### config.mk
export PLATFORM = sky130hd
export DESIGN_NAME = alu
export DESIGN_NICKNAME = d
export VERILOG_FILES = /design/src/hdl/cpu_ctrl_pkg.sv /design/src/hdl/alu.sv
export SDC_FILE = /design/constraint.sdc
export NUM_CORES = 1
export LEC_CHECK = 0
export ABC_AREA = 1
export BUFFER_PORTS_ARGS = -buffer_cell sky130_fd_sc_hd__buf_2
export CORE_UTILIZATION = 56
export DETAILED_ROUTE_END_ITERATION = 8
export PLACE_DENSITY_LB_ADDON = 0.05
export SYNTH_ARGS = -nofsm -noshare
export SYNTH_HDL_FRONTEND = slang
export SYNTH_SLANG_ARGS = --single-unit
export TNS_END_PERCENT = 20
### constraint.sdc
create_clock -name vclk -period 4
set_clock_uncertainty 0.2 [all_clocks]
set_input_delay 0.4 -clock vclk [all_inputs]
set_output_delay 0.4 -clock vclk [all_outputs]
set_load 0.05 [all_outputs]
### src/hdl/cpu_ctrl_pkg.sv
package cpu_ctrl_pkg;

	// ----------------------------------------------------------------------
	// Select codes from the decoder to the selection stage
	// ----------------------------------------------------------------------

	// Source of the next program counter.
	typedef enum logic [1:0] {
		PC_PLUS4  = 2'b00,
		PC_BRANCH = 2'b01,
		PC_JUMP   = 2'b10,
		PC_HOLD   = 2'b11
	} pc_sel_e;

	typedef enum logic [1:0] {
		IMM5_ZE  = 2'b00,
		IMM15_SE = 2'b01,
		IMM15_ZE = 2'b10,
		IMM20_SE = 2'b11
	} imm_ext_e;

	// Second ALU operand. Codes 5 to 7 are not used.
	typedef enum logic [2:0] {
		SRC2_RB         = 3'b000,
		SRC2_IMM        = 3'b001,
		SRC2_WORD_OFS   = 3'b010,
		SRC2_RB_SHIFTED = 3'b011,
		SRC2_RT         = 3'b100
	} alu_src2_e;

	typedef enum logic [1:0] {
		WB_ALU     = 2'b00,
		WB_OPERAND = 2'b01, // The second ALU operand itself, for MOVI.
		WB_MEM     = 2'b10
	} wb_sel_e;

	typedef enum logic [2:0] {
		ALU_ADD = 3'd0,
		ALU_SUB = 3'd1,
		ALU_AND = 3'd2,
		ALU_OR  = 3'd3,
		ALU_XOR = 3'd4,
		ALU_SRL = 3'd5
	} alu_op_e;

endpackage

### src/hdl/alu.sv
`timescale 1ns/1ps

module alu #(
	parameter int DATA_WIDTH = 32
) (
	input  cpu_ctrl_pkg::alu_op_e  op,
	input  logic [DATA_WIDTH-1:0]  a,
	input  logic [DATA_WIDTH-1:0]  b,
	output logic [DATA_WIDTH-1:0]  result,
	output logic                   zero
);
	import cpu_ctrl_pkg::*;

	localparam int SHAMT_WIDTH = $clog2(DATA_WIDTH);

	logic [SHAMT_WIDTH-1:0] shamt;

	assign shamt = b[SHAMT_WIDTH-1:0]; // Upper bits of b play no part in a shift.

	always_comb begin
		case (op)
			ALU_SUB: result = a - b;
			ALU_AND: result = a & b;
			ALU_OR:  result = a | b;
			ALU_XOR: result = a ^ b;
			ALU_SRL: result = a >> shamt;
			default: result = a + b;
		endcase
	end

	// Branches read this after ALU_SUB.
	assign zero = (result == '0);

endmodule

---- After elaboration in Yosys (flattened, before gate mapping) ----
Cells that the tools add are included.
storage, ports and cells
  register bits ........................... 0
  word-level logic and storage cells ...... 13
  bits of input ports ..................... 67
cells by class
  reductions and logical operators ........ 1
  multiplexer cells ....................... 1
  shift operators ......................... 1
  eq/ne operators ......................... 5
  add/sub/neg operators ................... 2
  bitwise gates (word level) .............. 3
operators by type and width
  kind                                            count
  case mux 32 bit (5 select lines)                1
  adder 32 bit                                    1
  AND 32 bit                                      1
  zero test 32 bit                                1
  OR 32 bit                                       1
  >> shifter 32 x 5 -> 32 bit                     1
  subtractor 32 bit                               1
  XOR 32 bit                                      1
  == test 3 x 2 -> 1 bit (second input constant)  2
  == test 3 bit (second input constant)           2
  == test 3 x 1 -> 1 bit (second input constant)  1

---- Longest topological paths before layout ----
Gate-level depths: netlist (run 1).
  depth in word-level cells ............... 3
  mapped depth ............................ 30
  depth with buffers taken out ............ 27

---- Worst setup path after synthesis (run 1) ----
Ideal clock, no wire load.
  path kind ............................... input to output
  start point ............................. input b[0]
  end point ............................... output zero
  cell stages on the path ................. 26
  slack ................................... -1.003 ns
  path buffers ............................ 3
  required time ........................... 3.400 ns
  arrival time ............................ 4.403 ns
  path through ............................ buf_6 -> inv_4 -> buf_6 -> buf_6 -> ha_1 -> nand4_1 -> nor3_2 -> nand4_1 -> nand3b_1 -> o21ai_1 -> o21ai_0 -> xor2_1 -> ha_1 -> nand2_1 -> nor3_1 -> and2_1 -> nand2_1 -> nand3_1 -> nand2_1 -> nand2_1 -> nand2_1 -> nor2_1 -> nand2_1 -> nor2_1 -> nand2_1 -> nor2_1
between the ends
  longest elaborated chain between the ends .. 3
  elaborated cells on any way between the ends .. 8
  those cells by class .................... 2 x add/sub; 1 x shift; 1 x mux; 3 x bitwise; 1 x reduce/logical
ends and longest elaborated chain
  item                                        RTL line   RTL
  start, declared                             alu.sv:8   input logic [DATA_WIDTH-1:0] b,
  adder 32 bit, or another cell as far along  alu.sv:27  default: result = a + b;
  case mux 32 bit (5 select lines) *          alu.sv:21  case (op)
  named net result[31]                        alu.sv:9   output logic [DATA_WIDTH-1:0] result,
  zero test 32 bit *                          alu.sv:32  assign zero = (result == '0);
  end, declared                               alu.sv:10  output logic zero
The timed path passes the listed nets; every way through them passes the cells marked *.

---- Worst setup path after layout (run 1) ----
  start point ............................. input b[1]
  end point ............................... output zero
between the ends
  longest elaborated chain between the ends .. 3
  elaborated cells on any way between the ends .. 8
  those cells by class .................... 2 x add/sub; 1 x shift; 1 x mux; 3 x bitwise; 1 x reduce/logical
ends and longest elaborated chain
  item                                        RTL line
  adder 32 bit, or another cell as far along  alu.sv:27
  case mux 32 bit (5 select lines) *          alu.sv:21
  zero test 32 bit *                          alu.sv:32
Mark *: on every way between the ends. The rest lies on a longest branch, timed or not.

==> results of run 1 <==
[stage by stage]
stage | hold slack, ns | TNS, ns | power (mW) | std cells | setup WS (ns)
floorplan | 0.9844 | -0.4470 | 1.038 | 1382 | -0.4470
global placement | 1.318 | -2.404 | 1.661 | 1784 | -0.6610
detailed placement | 1.334 | -3.387 | 1.684 | 1784 | -0.7477
CTS | 1.335 | -0.5525 | 1.740 | 1790 | -0.3677
global route | 1.387 | -5.834 | 2.052 | 1793 | -0.7895
finish | 1.345 | -2.628 | 1.913 | 1793 | -0.6223
[routing by layer]
layer  part of all wire  routed length, µm
met5                  0                  0
met2               0.44              13010
met4              0.038               1148
met3               0.11               3393
met1               0.41              12300
[cells in the mapped netlist, types with 2 or more instances]
cell	n	area share
sky130_fd_sc_hd__nor2_1	109	0.058
sky130_fd_sc_hd__nand3_2	13	0.019
sky130_fd_sc_hd__inv_2	2	0.0011
sky130_fd_sc_hd__nand2_4	4	0.0064
sky130_fd_sc_hd__buf_2	10	0.0071
sky130_fd_sc_hd__nand2_1	523	0.28
sky130_fd_sc_hd__buf_6	3	0.0048
sky130_fd_sc_hd__o211ai_1	4	0.0043
sky130_fd_sc_hd__nand4_1	16	0.014
sky130_fd_sc_hd__nor2_4	3	0.0048
sky130_fd_sc_hd__inv_1	234	0.13
sky130_fd_sc_hd__nand3_1	179	0.13
sky130_fd_sc_hd__o21ai_0	25	0.018
sky130_fd_sc_hd__o31ai_1	3	0.0032
sky130_fd_sc_hd__nand2_2	3	0.0027
sky130_fd_sc_hd__nor3_1	11	0.0079
sky130_fd_sc_hd__a221oi_1	24	0.030
sky130_fd_sc_hd__a211oi_1	3	0.0032
sky130_fd_sc_hd__xor2_1	36	0.045
sky130_fd_sc_hd__clkbuf_1	20	0.011
sky130_fd_sc_hd__nor3_2	2	0.0029
sky130_fd_sc_hd__nor2_2	2	0.0018
sky130_fd_sc_hd__a31oi_1	2	0.0018
sky130_fd_sc_hd__ha_1	96	0.17
sky130_fd_sc_hd__o21ai_1	4	0.0029
sky130_fd_sc_hd__buf_4	6	0.0064
sky130_fd_sc_hd__and2_1	4	0.0036
sky130_fd_sc_hd__a21oi_1	27	0.019
sky130_fd_sc_hd__nand3b_1	4	0.0043
[power breakdown]
group | internal (mW) | switching [mW] | total [mW]
combinational | 0.698 | 1.21 | 1.91
sequential | 0 | 0 | 0
clock | 0 | 0 | 0
[worst max-delay path by stage]
stage / to / cells after the start / slack [ns]
after floorplan: zero / 28 / -0.45
after global placement: zero / 27 / -0.66
after detailed placement: zero / 27 / -0.75
after CTS: zero / 27 / -0.37
after global routing: zero / 26 / -0.79
final: zero / 26 / -0.62
[timing repair]
item / 4_1_cts / 5_1_grt
setup endpoints to repair: 17 / 29
gates resized for setup: 53 / 103
hold endpoints to repair: 0 / 0
pin swaps: 27 / 35
buffers inserted: 7 / 3
[cells by family (layout without fill, tap and decap cells)]
group                    after synthesis  count (layout)  share of synthesized area
AND/OR/NAND/NOR                      875             875                     0.5351
adder cells (fa/ha/maj)               97              97                     0.1742
buffers and inverters                278             521                     0.1574
XOR/XNOR                              36              36                    0.04498
AO/OA/AOI/OAI                         96              96                    0.08834
[cell usage in the layout, fill, tap and decap left out, types with 21 or more instances in the layout]
cell type and instances:
sky130_fd_sc_hd__nor2_1 86, sky130_fd_sc_hd__inv_1 227, sky130_fd_sc_hd__nand2_1 478, sky130_fd_sc_hd__nand3_1 168
sky130_fd_sc_hd__ha_1 91, sky130_fd_sc_hd__a221oi_1 24, sky130_fd_sc_hd__o21ai_0 21, sky130_fd_sc_hd__xor2_1 35
sky130_fd_sc_hd__buf_2 76, sky130_fd_sc_hd__nor2_2 21, sky130_fd_sc_hd__nand3_2 24, sky130_fd_sc_hd__nand2_2 41
sky130_fd_sc_hd__buf_4 190
[worst max-delay path: cells and delay by family]
family / cells / cell delay (ns)
AND/OR/NAND/NOR: 18 / 2.38
XOR/XNOR: 1 / 0.17
adder cells (fa/ha/maj): 2 / 0.50
AO/OA/AOI/OAI: 1 / 0.13
buffers and inverters: 4 / 0.43
[final cells by class]
| class | instances | area (µm²) |
|---|---|---|
| fillers | 1009 | 2635 |
| inverters | 238 | 898.4 |
| multi-input cells | 1104 | 6340 |
| well taps | 168 | 210.2 |
| repair buffers | 283 | 2028 |
==> out/results.md, run 1 <==
### Run status
* **run status** complete, but fails checks
* **violated checks** setup timing

### Power and ir drop
* **standby leakage power** 5.767 nW
* **worst voltage drop across the vdd grid** 186.5 µV
* **power per cell area** 201.9 mW/mm²

### Critical path
* **crit path max-delay cell type** sky130_fd_sc_hd__ha_1
* **biggest fanout along the worst timing path** 4
* **Worst Setup Path Type** primary input to output port
* **Crit. Startpoint** b[1]
* **cell mode on critical path** sky130_fd_sc_hd__nand2_2
* **highest cell delay on the worst timing path** 0.37 ns
* **Worst Setup Start Kind** primary input
* **CP endpoint kind** output port
* **worst path required time** 3.40 ns
* **Arrival @ worst endpoint** 4.02 ns

### Final layout
* **Util after Layout** 0.7824
* **area occupied by registers** 0 µm²
* **Post-layout nets** 1791
* **fraction of final layout cells sized beyond drive strength 1** 0.2622
* **P&R area growth vs syn** 35.18%
* **Final Cell Area** 0.009477 mm²
* **antenna cell count** 0
* **total of clock buffers placed in the layout** 0
* **sequential cell count** 0

### Global route
* **met3 track demand over resource in global routing** 0.06961
* **number of antenna violations at the first check in global routing** 0
* **met1 GRT Util** 0.6047
* **grt total ovfl** 0
* **pin count of the biggest net entering global routing** 40
* **most crowded layer after global routing** met2
* **global-route met2 utilization** 0.6915
* **GRT Total Usage** 0.4393
* **wire length of the first global-routing pass** 44.62 mm
* **vias in the first global route** 8938

### Placement
* **post-placement cell area** 0.008916 mm²
* **quantity of I/O buffers inserted on ports** 100
* **final estimated routing congestion in global placement** 1.041
* **half-perimeter wire length of the detailed placement result** 23.58 mm

### Timing
* **highest clock frequency the design can meet** 216.3 MHz
* **final period utilization** 1.156
* **Worst Max-Slew Pin Slew** 0.8429 ns
* **worst setup slack after layout** -0.6223 ns
* **final max-slew violation count** 0
* **minimum clock period after layout** 4.622 ns
* **worst slew margin relative to its limit** 0.4375
* **Finish-stage setup viols** 18
* **setup repair after global routing missed its margin** true
* **count of final hold-check violations** 0

### Floorplan
* **number of ports placed on the die boundary** 100
* **floorplan core area** 0.01211 mm²
* **horizontal die dimension** 113.9 µm
* **Cell Rows** 40
* **die outline height** 113.9 µm
* **total die area** 0.01297 mm²
* **initial standard-cell utilization of the core** 0.5788

### Logic synthesis
* **yosys warns** 0
* **net count after synthesis** 1546
* **mean post-synth cell area** 5.073 µm²
* **distinct cell type count after synthesis** 39
* **synthesized area** 0.007010 mm²
* **Post-Synthesis Cells** 1382
* **sequential fraction of the synthesis area** 0

### Clock tree
* **hold buffer count at cts** 0

### Detailed routing
* **per-cell via count in the routed design** 5.701
* **total iterations of the first detailed-routing run** 6
* **per-cell routed wire length** 16.65 µm
* **number of violations reported at the end of detailed-routing iteration 0** 1250
* **routed vias** 10.22k
* **drt drc** 0
* **routed wire length** 29.85 mm
* **antenna-violating nets left** 0

### Worst hold path
* **worst hold endpoint** result[29]
* **Worst Hold Class** primary input to output port
* **hold-critical path depth** 6
* **startpoint of the lowest-slack hold path** a[29]

### Flow run
* **Max Cap Violations** 0

(Power assumes the default switching activity.)
==> run 2: changes to the inputs <==
- CAP_MARGIN: not set -> 20
- CORE_UTILIZATION: 56 -> 60
- clock period: 4 -> 4.6 ns (I/O delays scaled with it)
==> run 2 against run 1 <==
Effect of this change:
- the run still ends with setup timing left
- sequential cell count did not move
- global-route usage fell by 0.063 points
- die area fell by 6.5%
- hold slack improved by 0.069 ns
- via count fell by 6.4%
- design area fell by 9.9%
- combinational power fell by 25%
- largest power group unchanged
- cell count fell by 6.3%
- routed wire length fell by 8.6%
- non-clock buffer count fell by 88
- highest routed layer is now met5
- critical path depth did not move
==> out/results.md, run 2 (synthesis results as in run 1) <==
### Timing
* **Worst Max-Slew Pin Slew** 1.089 ns, +0.2465 ns
* **final max-slew violation count** 0, unchanged
* **setup repair after global routing missed its margin** true
* **count of final hold-check violations** 0, unchanged
* **final period utilization** 1.009
* **highest clock frequency the design can meet** 215.4 MHz
* **minimum clock period after layout** 4.643 ns
* **worst setup slack after layout** -0.04328 ns, +0.5790 ns
* **final-layout setup total negative slack** -0.04328 ns, +2.585 ns
* **Finish-stage setup viols** 1, -17
* **worst slew margin relative to its limit** 0.2730, -0.1645

### Detailed routing
* **routed wire length** 27.29 mm, -8.6%
* **per-cell via count in the routed design** 5.696, about the same
* **per-cell routed wire length** 16.24 µm, -2.4%
* **total iterations of the first detailed-routing run** 6, unchanged
* **routed vias** 9570, -6.4%
* **drt drc** 0, unchanged
* **antenna-violating nets left** 0, unchanged
* **number of violations reported at the end of detailed-routing iteration 0** 965, -23%

### Worst hold path
* **Worst Hold Class** primary input to output port
* **worst hold endpoint** result[8]
* **hold-critical path depth** 5, -1
* **startpoint of the lowest-slack hold path** b[8]

### Final layout
* **fraction of final layout cells sized beyond drive strength 1** 0.1932, -0.06892
* **antenna cell count** 0, unchanged
* **P&R area growth vs syn** 21.77%
* **total of clock buffers placed in the layout** 0, unchanged
* **most frequent standard cell in the layout excluding fill and tap cells** sky130_fd_sc_hd__nand2_1
* **area occupied by registers** 0 µm², unchanged
* **sequential cell count** 0, unchanged
* **commonest cells after routing, fill and taps aside** sky130_fd_sc_hd__nand2_1, sky130_fd_sc_hd__inv_1, sky130_fd_sc_hd__nand3_1
* **Post-layout nets** 1703, -4.9%

### Global route
* **vias in the first global route** 8379, -6.3%
* **pin count of the biggest net entering global routing** 39, -2.5%
* **wire length of the first global-routing pass** 40.96 mm, -8.2%
* **number of antenna violations at the first check in global routing** 0, unchanged
* **grt total ovfl** 0, unchanged
* **GRT Total Usage** 0.4387, -0.0006349

### Critical path
* **CP endpoint kind** output port
* **Arrival @ worst endpoint** 3.98 ns, -0.04 ns
* **Worst Setup Path Type** primary input to output port
* **biggest fanout along the worst timing path** 4, unchanged
* **worst path required time** 3.94 ns, +0.54 ns
* **Worst Setup Start Kind** primary input

### Floorplan
* **Cell Rows** 39, -2.5%
* **floorplan core area** 0.01142 mm², -5.7%
* **die outline height** 110.1 µm, -3.3%
* **total die area** 0.01212 mm², -6.5%
* **horizontal die dimension** 110.1 µm, -3.3%
* **initial standard-cell utilization of the core** 0.6140, +0.03514
* **number of ports placed on the die boundary** 100, unchanged

### Power and ir drop
* **power per cell area** 169.2 mW/mm², -16%
* **standby leakage power** 5.297 nW, -8.1%
* **worst voltage drop across the vdd grid** 164.3 µV, -12%
* **overall power of the completed layout** 1.445 mW, -24%

### Placement
* **quantity of I/O buffers inserted on ports** 100, unchanged
* **half-perimeter wire length of the detailed placement result** 22.46 mm, -4.8%
* **final estimated routing congestion in global placement** 1.035, -0.56%
* **post-place setup slack** -0.2813 ns, +0.4664 ns

### Run status
* **violated checks** setup timing
* **run status** complete, but fails checks

### Flow run
* **Max Cap Violations** 0, unchanged

### Clock tree
* **hold buffer count at cts** 0, unchanged

==> run 2: cell count changes in the layout (fill, tap and decap cells not counted), moves of 4 or more <==
cell and change:
sky130_fd_sc_hd__a21oi_2 -4, sky130_fd_sc_hd__buf_2 +18, sky130_fd_sc_hd__buf_4 -93, sky130_fd_sc_hd__buf_6 -6, sky130_fd_sc_hd__buf_8 -7, sky130_fd_sc_hd__nand2_1 +17
sky130_fd_sc_hd__nand2_2 -16, sky130_fd_sc_hd__nand3_1 +9, sky130_fd_sc_hd__nand3_2 -9, sky130_fd_sc_hd__nor2_1 +7, sky130_fd_sc_hd__nor2_2 -7
==> run 2: metrics by stage <==
stage	hold WS [ns]	util	area [µm²]	instances
global route	1.426	0.7476	8537	1680
detailed placement	1.403	0.7179	8198	1675
floorplan	1.150	-	7043	1382
global placement	1.407	0.7179	8198	1675
CTS	1.405	0.7295	8329	1679
finish	1.414	0.7476	8537	1680
==> run 2: worst max path at each step <==
| stage | depth (start not counted) | start | end |
|---|---|---|---|
| finish | 26 | b[1] | zero |
| global route | 27 | b[1] | zero |
| CTS | 27 | b[1] | zero |
| detailed placement | 27 | b[0] | zero |
| global placement | 27 | b[0] | zero |
| floorplan | 26 | b[0] | zero |
==> run 2: worst max-delay path, cell delays in order <==
cell and delay, ns:
sky130_fd_sc_hd__buf_6 0.10, sky130_fd_sc_hd__inv_4 0.05, sky130_fd_sc_hd__ha_4 0.12, sky130_fd_sc_hd__nand4_1 0.14, sky130_fd_sc_hd__nor3_2 0.17, sky130_fd_sc_hd__nand4_1 0.28, sky130_fd_sc_hd__nor2_2 0.25, sky130_fd_sc_hd__a31oi_4 0.13
sky130_fd_sc_hd__xor2_1 0.19, sky130_fd_sc_hd__ha_1 0.39, sky130_fd_sc_hd__nand2_1 0.09, sky130_fd_sc_hd__inv_1 0.13, sky130_fd_sc_hd__nand2_4 0.08, sky130_fd_sc_hd__nor3_4 0.15, sky130_fd_sc_hd__and2_1 0.16, sky130_fd_sc_hd__nand2_2 0.08
sky130_fd_sc_hd__nand3_1 0.09, sky130_fd_sc_hd__nand2_1 0.08, sky130_fd_sc_hd__nand2_2 0.11, sky130_fd_sc_hd__nand2_2 0.06, sky130_fd_sc_hd__nor2_1 0.11, sky130_fd_sc_hd__nand2_1 0.10, sky130_fd_sc_hd__nor2_4 0.14, sky130_fd_sc_hd__nand2_4 0.08
sky130_fd_sc_hd__nor2_4 0.09, sky130_fd_sc_hd__buf_8 0.15
==> run 2: final cells by class <==
type               instances  area [µm²]
fillers                 1031        2882
inverters                238       900.9
multi-input cells       1104        6210
well taps                143       178.9
repair buffers           195        1247
==> run 2: what timing repair did <==
item	in CTS	in global routing
pin swaps	18	32
endpoints found under the setup margin	1	11
setup buffers	4	1
gates resized for setup	26	60
==> run 2: where the power goes <==
part           switching (mW)  internal [mW]
sequential                  0              0
clock                       0              0
combinational           0.980          0.464
total                   0.980          0.464
==> run 2: metal layers <==
layer,track usage,vias to the layer above,routed length (µm),share of wire
li1,-,4685,-,-
met5,0.03571,-,49,0.0018
met3,0.07760,104,3026,0.11
met1,0.5804,4245,11070,0.41
met2,0.7223,534,12090,0.44
met4,0.1250,2,1044,0.038
==> run 3: changes to the inputs <==
- ABC_AREA: 1 -> not set
==> run 3 against run 2 <==
Effect of this change:
- the flow still finishes with violations (setup timing)
- first-iteration DRC count up 120%
- utilization grew 14 points
- design area grew 8.3%
- critical path depth decreased by 4
- cell count decreased by 21%
- sequential cell count did not move
- die area fell by 7.8%
- via count is 2.3% higher
- count of clock-buffer cells in the layout did not move
==> out/results.md, run 3 <==
### Run status
* **run status** complete, but fails checks
* **violated checks** setup timing

### Final layout
* **sequential cell count** 0, unchanged
* **Final Cell Area** 0.009248 mm², +8.3%
* **most frequent standard cell in the layout excluding fill and tap cells** sky130_fd_sc_hd__buf_4
* **Filler cells** 531, -48%
* **total of clock buffers placed in the layout** 0, unchanged
* **P&R area growth vs syn** 43.29%
* **commonest cells after routing, fill and taps aside** sky130_fd_sc_hd__buf_4, sky130_fd_sc_hd__ha_1, sky130_fd_sc_hd__buf_2
* **Post-layout nets** 1359, -20%
* **fraction of final layout cells sized beyond drive strength 1** 0.3797, +0.1865
* **area occupied by registers** 0 µm², unchanged

### Logic synthesis
* **Post-Synthesis Cells** 917, -34%
* **net count after synthesis** 1081, -30%
* **share of the synthesized area in the top cell type** 0.1861, -0.09391
* **cell taking the most area after synthesis** sky130_fd_sc_hd__ha_1
* **synthesized area** 0.006454 mm², -7.9%
* **mean post-synth cell area** 7.038 µm², +39%
* **distinct cell type count after synthesis** 76, +95%
* **sequential fraction of the synthesis area** 0, unchanged
* **top post-synthesis cells by count** sky130_fd_sc_hd__ha_1, sky130_fd_sc_hd__nand2_1, sky130_fd_sc_hd__a21oi_1
* **most used standard cell by instance count after synthesis** sky130_fd_sc_hd__ha_1
* **yosys warns** 0, unchanged
* **Synth area leaders** sky130_fd_sc_hd__ha_1, sky130_fd_sc_hd__mux4_2, sky130_fd_sc_hd__a21oi_1

### Critical path
* **Arrival @ worst endpoint** 5.47 ns, +1.49 ns
* **Worst Setup Path Type** primary input to output port
* **cell mode on critical path** sky130_fd_sc_hd__buf_4
* **Crit. Startpoint** b[0]
* **crit-path cells** buf_8, inv_6, ha_4, nand2_4, or4_4, or2_4, nor2_4, nand2_2, nand2_1, xnor2_1, ha_1, a21oi_1, o21bai_4, mux2_4, a222oi_1, nand4_1, buf_4, nor4_4, and4_1, nand3_1, nor4_2, buf_4
* **biggest fanout along the worst timing path** 5, +1
* **worst path required time** 3.94 ns, about the same
* **Stages on worst setup path** 22, -15%
* **Worst Setup Start Kind** primary input
* **capturing instance or port of the critical path** zero
* **Crit path buffers/inverters** 4, unchanged
* **CP endpoint kind** output port
* **highest cell delay on the worst timing path** 0.63 ns, +0.24 ns
* **crit path max-delay cell type** sky130_fd_sc_hd__a21oi_1
* **family of cells with the greatest summed delay on the critical path** simple AND/OR/NAND/NOR gates

### Timing
* **highest clock frequency the design can meet** 163.0 MHz, -24%
* **final max-slew violation count** 0, unchanged
* **worst setup slack after layout** -1.535 ns, -1.491 ns
* **Finish-stage setup viols** 20, +19
* **count of final hold-check violations** 0, unchanged
* **Worst Max-Slew Pin Slew** 0.9735 ns, -0.1158 ns
* **minimum clock period after layout** 6.135 ns, +1.491 ns
* **worst slew margin relative to its limit** 0.3486, +0.07560
* **final period utilization** 1.334, +0.3242
* **setup repair after global routing missed its margin** true

### Placement
* **half-perimeter wire length of the detailed placement result** 22.87 mm, +1.8%
* **final estimated routing congestion in global placement** 1.127, +8.8%
* **quantity of I/O buffers inserted on ports** 100, unchanged
* **post-placement cell area** 0.008638 mm², +5.4%
* **post-place setup slack** -1.191 ns, -0.9097 ns

### Floorplan
* **horizontal die dimension** 105.7 µm, -4.0%
* **total die area** 0.01117 mm², -7.8%
* **initial standard-cell utilization of the core** 0.6223, +0.008385
* **die outline height** 105.7 µm, -4.0%
* **number of ports placed on the die boundary** 100, unchanged
* **Cell Rows** 37, -5.1%
* **floorplan core area** 0.01037 mm², -9.2%

### Detailed routing
* **drt drc** 0, unchanged
* **routed vias** 9792, +2.3%
* **routed wire length** 33.33 mm, +22%
* **per-cell routed wire length** 25.06 µm, +54%
* **total iterations of the first detailed-routing run** 8, +2
* **antenna-violating nets left** 0, unchanged
* **per-cell via count in the routed design** 7.362, +29%
* **number of violations reported at the end of detailed-routing iteration 0** 2137, +120%

### Flow run
* **Max Cap Violations** 0, unchanged

### Global route
* **wire length of the first global-routing pass** 46.01 mm, +12%
* **grt total ovfl** 0, unchanged
* **number of antenna violations at the first check in global routing** 1, +1
* **GRT Total Usage** 0.5196, +0.08093
* **vias in the first global route** 8979, +7.2%
* **pin count of the biggest net entering global routing** 55, +41%

### Clock tree
* **hold buffer count at cts** 0, unchanged

### Worst hold path
* **Worst Hold Class** primary input to output port

-- run 3: changes by cell type after synthesis, moves of 27 or more --
| cell | delta |
|---|---|
| sky130_fd_sc_hd__xor2_1 | -28 |
| sky130_fd_sc_hd__inv_1 | -162 |
| sky130_fd_sc_hd__xnor2_1 | +37 |
| sky130_fd_sc_hd__a21oi_1 | +49 |
| sky130_fd_sc_hd__nand3_1 | -156 |
| sky130_fd_sc_hd__nor2_1 | -36 |
| sky130_fd_sc_hd__clkbuf_1 | +27 |
| sky130_fd_sc_hd__nand2_1 | -439 |
-- run 3: how the worst min path moves through the flow --
stage | from | to | slack, ns | cells after the start
6_report | b[3] | result[0] | 1.53 | 6
5_1_grt | b[3] | result[0] | 1.54 | 6
4_1_cts | b[24] | result[24] | 1.50 | 7
3_5_place_dp | b[3] | result[0] | 1.50 | 6
3_3_place_gp | b[3] | result[0] | 1.48 | 6
2_1_floorplan | a[26] | result[26] | 1.15 | 4
-- run 3: layout make-up --
type / count / area [µm²] / area share
multi-input combinational: 784 / 6387 / 0.6907
inverter: 74 / 285.3 / 0.03085
timing repair buffer: 335 / 2402 / 0.2598
tap: 136 / 170.2 / 0.01840
antenna: 1 / 2.502 / 0.0002706
-- run 3: kinds of logic (layout without fill, tap and decap cells) --
group,after synthesis,in the layout,share of synthesized area
simple gates,297,297,0.2282
compound gates,272,272,0.2782
buf+inv,133,409,0.08317
fa+ha+maj,97,97,0.1892
mux,73,73,0.1601
xor+xnor,45,45,0.06107
other cells,0,1,0
-- run 3: metrics by stage --
stage / cells / hold slack, ns / TNS, ns / utilization
2_1_floorplan: 917 / 1.155 / -9.625 / -
3_3_place_gp: 1313 / 1.478 / -5.415 / 0.8330
3_5_place_dp: 1313 / 1.501 / -7.710 / 0.8330
4_1_cts: 1318 / 1.499 / -4.561 / 0.8594
5_1_grt: 1330 / 1.541 / -11.56 / 0.8918
6_report: 1330 / 1.530 / -9.756 / 0.8918
-- run 3: timing repair --
item	CTS	global route
pin swaps	21	34
endpoints found under the hold margin	0	0
resized for setup	55	53
endpoints found under the setup margin	20	21
buffers inserted	5	13
-- run 3: routing by layer --
metal	vias to the layer above	global-route usage	wire, µm
li1	3968	-	-
met1	4371	0.6395	10970
met2	1055	0.8137	13630
met3	398	0.1558	5558
met4	0	0.2708	3168
met5	-	0	0
